### config.mk
export PLATFORM = sky130hd
export DESIGN_NAME = rd_req_encoder
export DESIGN_NICKNAME = d
export VERILOG_FILES = /design/src/rtl/mem_drv_pkg.sv /design/src/rtl/rd_req_encoder.sv
export SDC_FILE = /design/constraint.sdc
export NUM_CORES = 1
export LEC_CHECK = 0
export BUFFER_PORTS_ARGS = -buffer_cell sky130_fd_sc_hd__buf_2
export CORE_MARGIN = 5
export CORE_UTILIZATION = 45
export CTS_CLUSTER_SIZE = 28
export DETAILED_ROUTE_END_ITERATION = 16
export PLACE_DENSITY = 0.74
export SETUP_SLACK_MARGIN = 0.05
export SYNTH_ARGS = -nofsm -noshare
export SYNTH_HDL_FRONTEND = slang
export SYNTH_SLANG_ARGS = --single-unit
### constraint.sdc
create_clock -name clk -period 1.3 [get_ports clk]
set_input_delay 0.065 -clock clk [delete_from_list [all_inputs] [get_ports clk]]
set_output_delay 0.065 -clock clk [all_outputs]
set_load 0.005 [all_outputs]
### src/rtl/mem_drv_pkg.sv
/* Package mem_drv_pkg with the shared widths, request queue sizing
   and line memory size of the memory driver subsystem */

package mem_drv_pkg;

    // ==================================================
    // Data path widths
    // ==================================================

    // One cache line of payload
    localparam int LINE_BITS = 64;

    // Line address, so the platform memory holds 2**ADDR_BITS lines
    localparam int ADDR_BITS = 8;

    // Request tag returned with every response
    localparam int TAG_BITS = 6;

    // Request word is order flag, then address, then tag
    localparam int REQ_BITS = 1 + ADDR_BITS + TAG_BITS;

    // ==================================================
    // Request queues and line storage
    // ==================================================

    // Entries per channel queue
    localparam int REQ_FIFO_DEPTH = 8;
    localparam int REQ_PTR_BITS = $clog2(REQ_FIFO_DEPTH);
    localparam int REQ_CNT_BITS = $clog2(REQ_FIFO_DEPTH + 1);

    // Leaves room for the requests already between a rdy sample and the queue write
    localparam int REQ_ALMOST_FULL = REQ_FIFO_DEPTH - 3;

    // Number of lines in the platform memory
    localparam int MEM_LINES = 1 << ADDR_BITS;

endpackage

### src/rtl/rd_req_encoder.sv
/* Module rd_req_encoder: tags accepted client reads and presents
   them as request words on the read channel */
`timescale 1ns/1ps

module rd_req_encoder
(
    input  logic                              clk,
    input  logic                              reset_n,

    // Client read request
    input  logic [mem_drv_pkg::ADDR_BITS-1:0] addr,
    input  logic                              check_order,
    input  logic                              enable,
    output logic                              rdy,

    // Read channel toward the line memory
    input  logic                              almost_full,
    output logic                              tx_valid,
    output logic [mem_drv_pkg::REQ_BITS-1:0]  tx_req
);

    logic [mem_drv_pkg::TAG_BITS-1:0] next_tag;
    logic                             accept;

    // The client sees the channel back-pressure directly
    assign rdy = ~almost_full;

    // An enable seen while rdy is low is dropped and spends no tag
    assign accept = enable & rdy;

    // Valid pulse follows the accepted enable by one cycle
    always_ff @(posedge clk)
    begin
        if (!reset_n)
        begin
            tx_valid <= 1'b0;
            next_tag <= '0;
        end
        else
        begin
            tx_valid <= accept;
            // Tags wrap around after 2**TAG_BITS requests
            if (accept)
            begin
                next_tag <= next_tag + 1'b1;
            end
        end
    end

    // Request word from the top down holds order flag, line address, tag
    always_ff @(posedge clk)
    begin
        if (accept)
        begin
            tx_req <= {check_order, addr, next_tag};
        end
    end

endmodule

==> run summary <==
The number of buffer cells added on primary ports was 29. The synthesized design contains 15 enable-type register cells. The slew of the pin with the lowest slew margin came out at 272 ps. The run gives 6.51 ps as the clock skew after layout.

The share of synthesized flip-flops with an asynchronous set or reset is 0%. The tools report the number of violations reported at the end of detailed-routing iteration 0 as 5. Setup repair after global routing left no endpoint under its margin. The tools report the initial core utilization as 46.4%.

Setup violations remaining at the end of the flow were counted as 0. By startpoint and endpoint, the worst setup path is classified as reg -> reg. For flop-to-flop paths, the worst setup slack is 210 ps.

Dividing the final minimum period by the clock period gives 83.5%. The startpoint identified for the worst register-to-register timing path is next_tag[0]$_SDFFE_PN0P_. Measured along the x axis, the die boundary spans 51.8 um. The antenna diode count is 0, and the total global routing overflow is 0. The startpoint identified for the worst hold timing path is reset_n.

The clock sink count is 22, and the sum of internal, switching and leakage power is 1240 uW. The tools report the required time of the critical path as 1490 ps. Cell count after synthesis: 47. On the critical path, the stage with the largest delay is an instance of sky130_fd_sc_hd__dfxtp_1.

The worst-case IR drop observed on VDD is 0.601 mV. The row count is 15, and the final-layout setup total negative slack is 0 ps. The arrival time at the worst endpoint is 1280 ps.

The first-pass iteration count of the detailed router is 4. For this run, the total global-route usage over all layers was measured as 10.3%. The signal on the critical path passes through ha_1, nand3b_1, xnor2_1, and2_1.

Along the worst path, the maximum fanout reaches 5. Of the synthesized area, sequential elements account for 75.3%. Max-cap violations in this run came to 0.

Summing every instance area after synthesis gives 785 um^2. Leaving out fill and tap cells, the most frequent cell in the layout is sky130_fd_sc_hd__buf_2. Clock-pin slew was measured on the worst setup and hold paths at 110 ps. TritonCTS built the clock tree. The final count of hold timing violations came out at 0. The min-delay analysis places its worst path in the category in -> reg. The final cell utilization of the core was 63.6%. The static power due to leakage is 0.000474 uW, and the average wire per cell in the routed design is 12.4 um. The distinct cell type count of the synthesized netlist is 18, and the first-pass GRT wire length is 2050 um. The tools report the number of max-slew violations in the final report as 0. Counting along the longest clock path gives a buffer depth of 2.

The number of CTS-inserted buffers is 3. The Yosys step of the flow raised 0 warnings. From synthesis to final layout, the design area changed by 36.8%.

Pin placement for this block handled 30 I/O pins. The max-slew headroom at the worst pin came out at 81.8%. The share of the synthesized area in the top cell type works out to 57.4%.

Yosys attributes the largest share of cell area to sky130_fd_sc_hd__edfxtp_1, sky130_fd_sc_hd__dfxtp_1, sky130_fd_sc_hd__mux2i_1, sky130_fd_sc_hd__nand2b_1, sky130_fd_sc_hd__nor2b_4. Total power per unit cell area: 1160 nW/um^2. The run gives 104 as the final layout net count. The library cell used as clock root buffer was sky130_fd_sc_hd__clkbuf_4. Entering global routing, the biggest net connects 13 pins. In the routed design, unresolved DRC markers number 0. The via count normalized by instance count was 4.66.

The tools report the critical path launch point type as a flip-flop. The synthesized area per cell came out at 16.7 um^2. The dominant register cell in the synthesized netlist was sky130_fd_sc_hd__edfxtp_1. The most critical setup path has its startpoint at next_tag[0]$_SDFFE_PN0P_. sky130_fd_sc_hd__edfxtp_1 takes more of the synthesized area than any other cell. The logs give 290 ps for the latest clock arrival within the worst-skew pair and 0 for the initial antenna violation count. The synthesis-stage register bit count was 22; the total length of routed wires was 1310 um. The die footprint is 2680 um^2. The worst stage delay on the critical path was 430 ps; the highest attainable clock frequency was 0.922 GHz. In the layout the commonest cells are sky130_fd_sc_hd__buf_2, sky130_fd_sc_hd__edfxtp_1, sky130_fd_sc_hd__dlygate4sd3_1.

The logs give 1 for the number of H-tree branching levels and 1690 um^2 for the area of the core. Once the clock tree was built, the resizer swapped 0 gates to a different size. The number of nets in the synthesized netlist is 61. Measured along the y axis, the die boundary spans 51.8 um. Once detail routing completed, the nets flagged for antenna violations numbered 0.

For the number of global-route vias before repair, the log shows 460. The final critical delay including setup and external delays works out to 1090 ps. The kind of capture point of the worst setup path is a flip-flop. The fraction of layout cells with a size suffix above 1 is 42.7%. The flow ran to the end, and the final reports show no timing, DRC or antenna violations. Summing over every cut layer, the via total after detailed routing is 494. Routability-driven placement finished with a final weighted congestion of 0.798.
-- per-layer routing --
| metal | global-route usage [%] | vias to the layer above | part of all wire, % |
|---|---|---|---|
| met4 | 3.93 | 0 | 1.1 |
| met5 | 0 | - | 0 |
| met1 | 12.9 | 213 | 43 |
| met3 | 3.44 | 2 | 13 |
| li1 | - | 252 | - |
| met2 | 16.5 | 27 | 44 |
-- worst max-delay path: cells and delay by family (launching register included) --
kind | cells | cell delay, ps
flops | 1 | 430
fa+ha+maj | 1 | 190
xor+xnor | 1 | 120
simple gates | 2 | 240
-- where the power goes --
| group | internal [uW] | switching (uW) | total (uW) |
|---|---|---|---|
| Combinational | 60.8 | 42.6 | 103 |
| Clock | 170 | 179 | 349 |
| Sequential | 779 | 11.1 | 790 |
-- synth_stat cells, types with 2 or more instances --
cell / n
sky130_fd_sc_hd__nand2_1: 3
sky130_fd_sc_hd__dfxtp_1: 7
sky130_fd_sc_hd__and2_1: 2
sky130_fd_sc_hd__nand4_1: 2
sky130_fd_sc_hd__nand2b_1: 3
sky130_fd_sc_hd__mux2i_1: 4
sky130_fd_sc_hd__edfxtp_1: 15
-- layout make-up --
cell class                      count  area (um^2)
Fill cell                         134          616
Sequential cell                    22          591
Timing Repair Buffer               39          243
Multi-Input combinational cell     23          179
Clock buffer                        4         36.3
Tap cell                           17         21.3
Inverter                            1         3.75
-- stage by stage --
stage	hold slack (ps)	instance area (um^2)	instances	setup slack, ps
after CTS	96.5	1070	106	223
after floorplan	157	785	47	299
after detailed placement	244	947	93	241
after global placement	242	947	93	210
final	92.3	1070	106	215
after global routing	88.7	1070	106	127
-- cells by family (layout without fill, tap and decap cells) --
logic type / after synthesis / after routing / share of synthesized area, %
xor gates and xnor gates: 2 / 2 / 2.23
buffers and inverters: 2 / 44 / 1.91
DFF: 22 / 22 / 75.3
adders and majority gates: 1 / 1 / 1.59
muxes: 4 / 4 / 5.10
and+or+nand+nor: 16 / 16 / 13.9
-- registers in the layout, indices dropped and copies added (netlist names) --
register and count:
next_tag 6, tx_req 15, tx_valid 1
-- worst paths after layout --
| check | end | depth (start not counted) |
|---|---|---|
| worst max register to register | next_tag[2]$_SDFFE_PN0P_ | 4 |
| worst min-delay path | next_tag[5]$_SDFFE_PN0P_ | 3 |
| worst max-delay path | next_tag[2]$_SDFFE_PN0P_ | 4 |
| worst min register to register | tx_req[5]$_DFFE_PP_ | 0 |
-- repair_timing --
action | in CTS | in global routing
hold buffers | 9 | 0
buffers inserted | 0 | 0
endpoints found under the setup margin | 0 | 0
endpoints found under the hold margin | 9 | 0
Note: power is estimated with default switching activity, not from simulation.
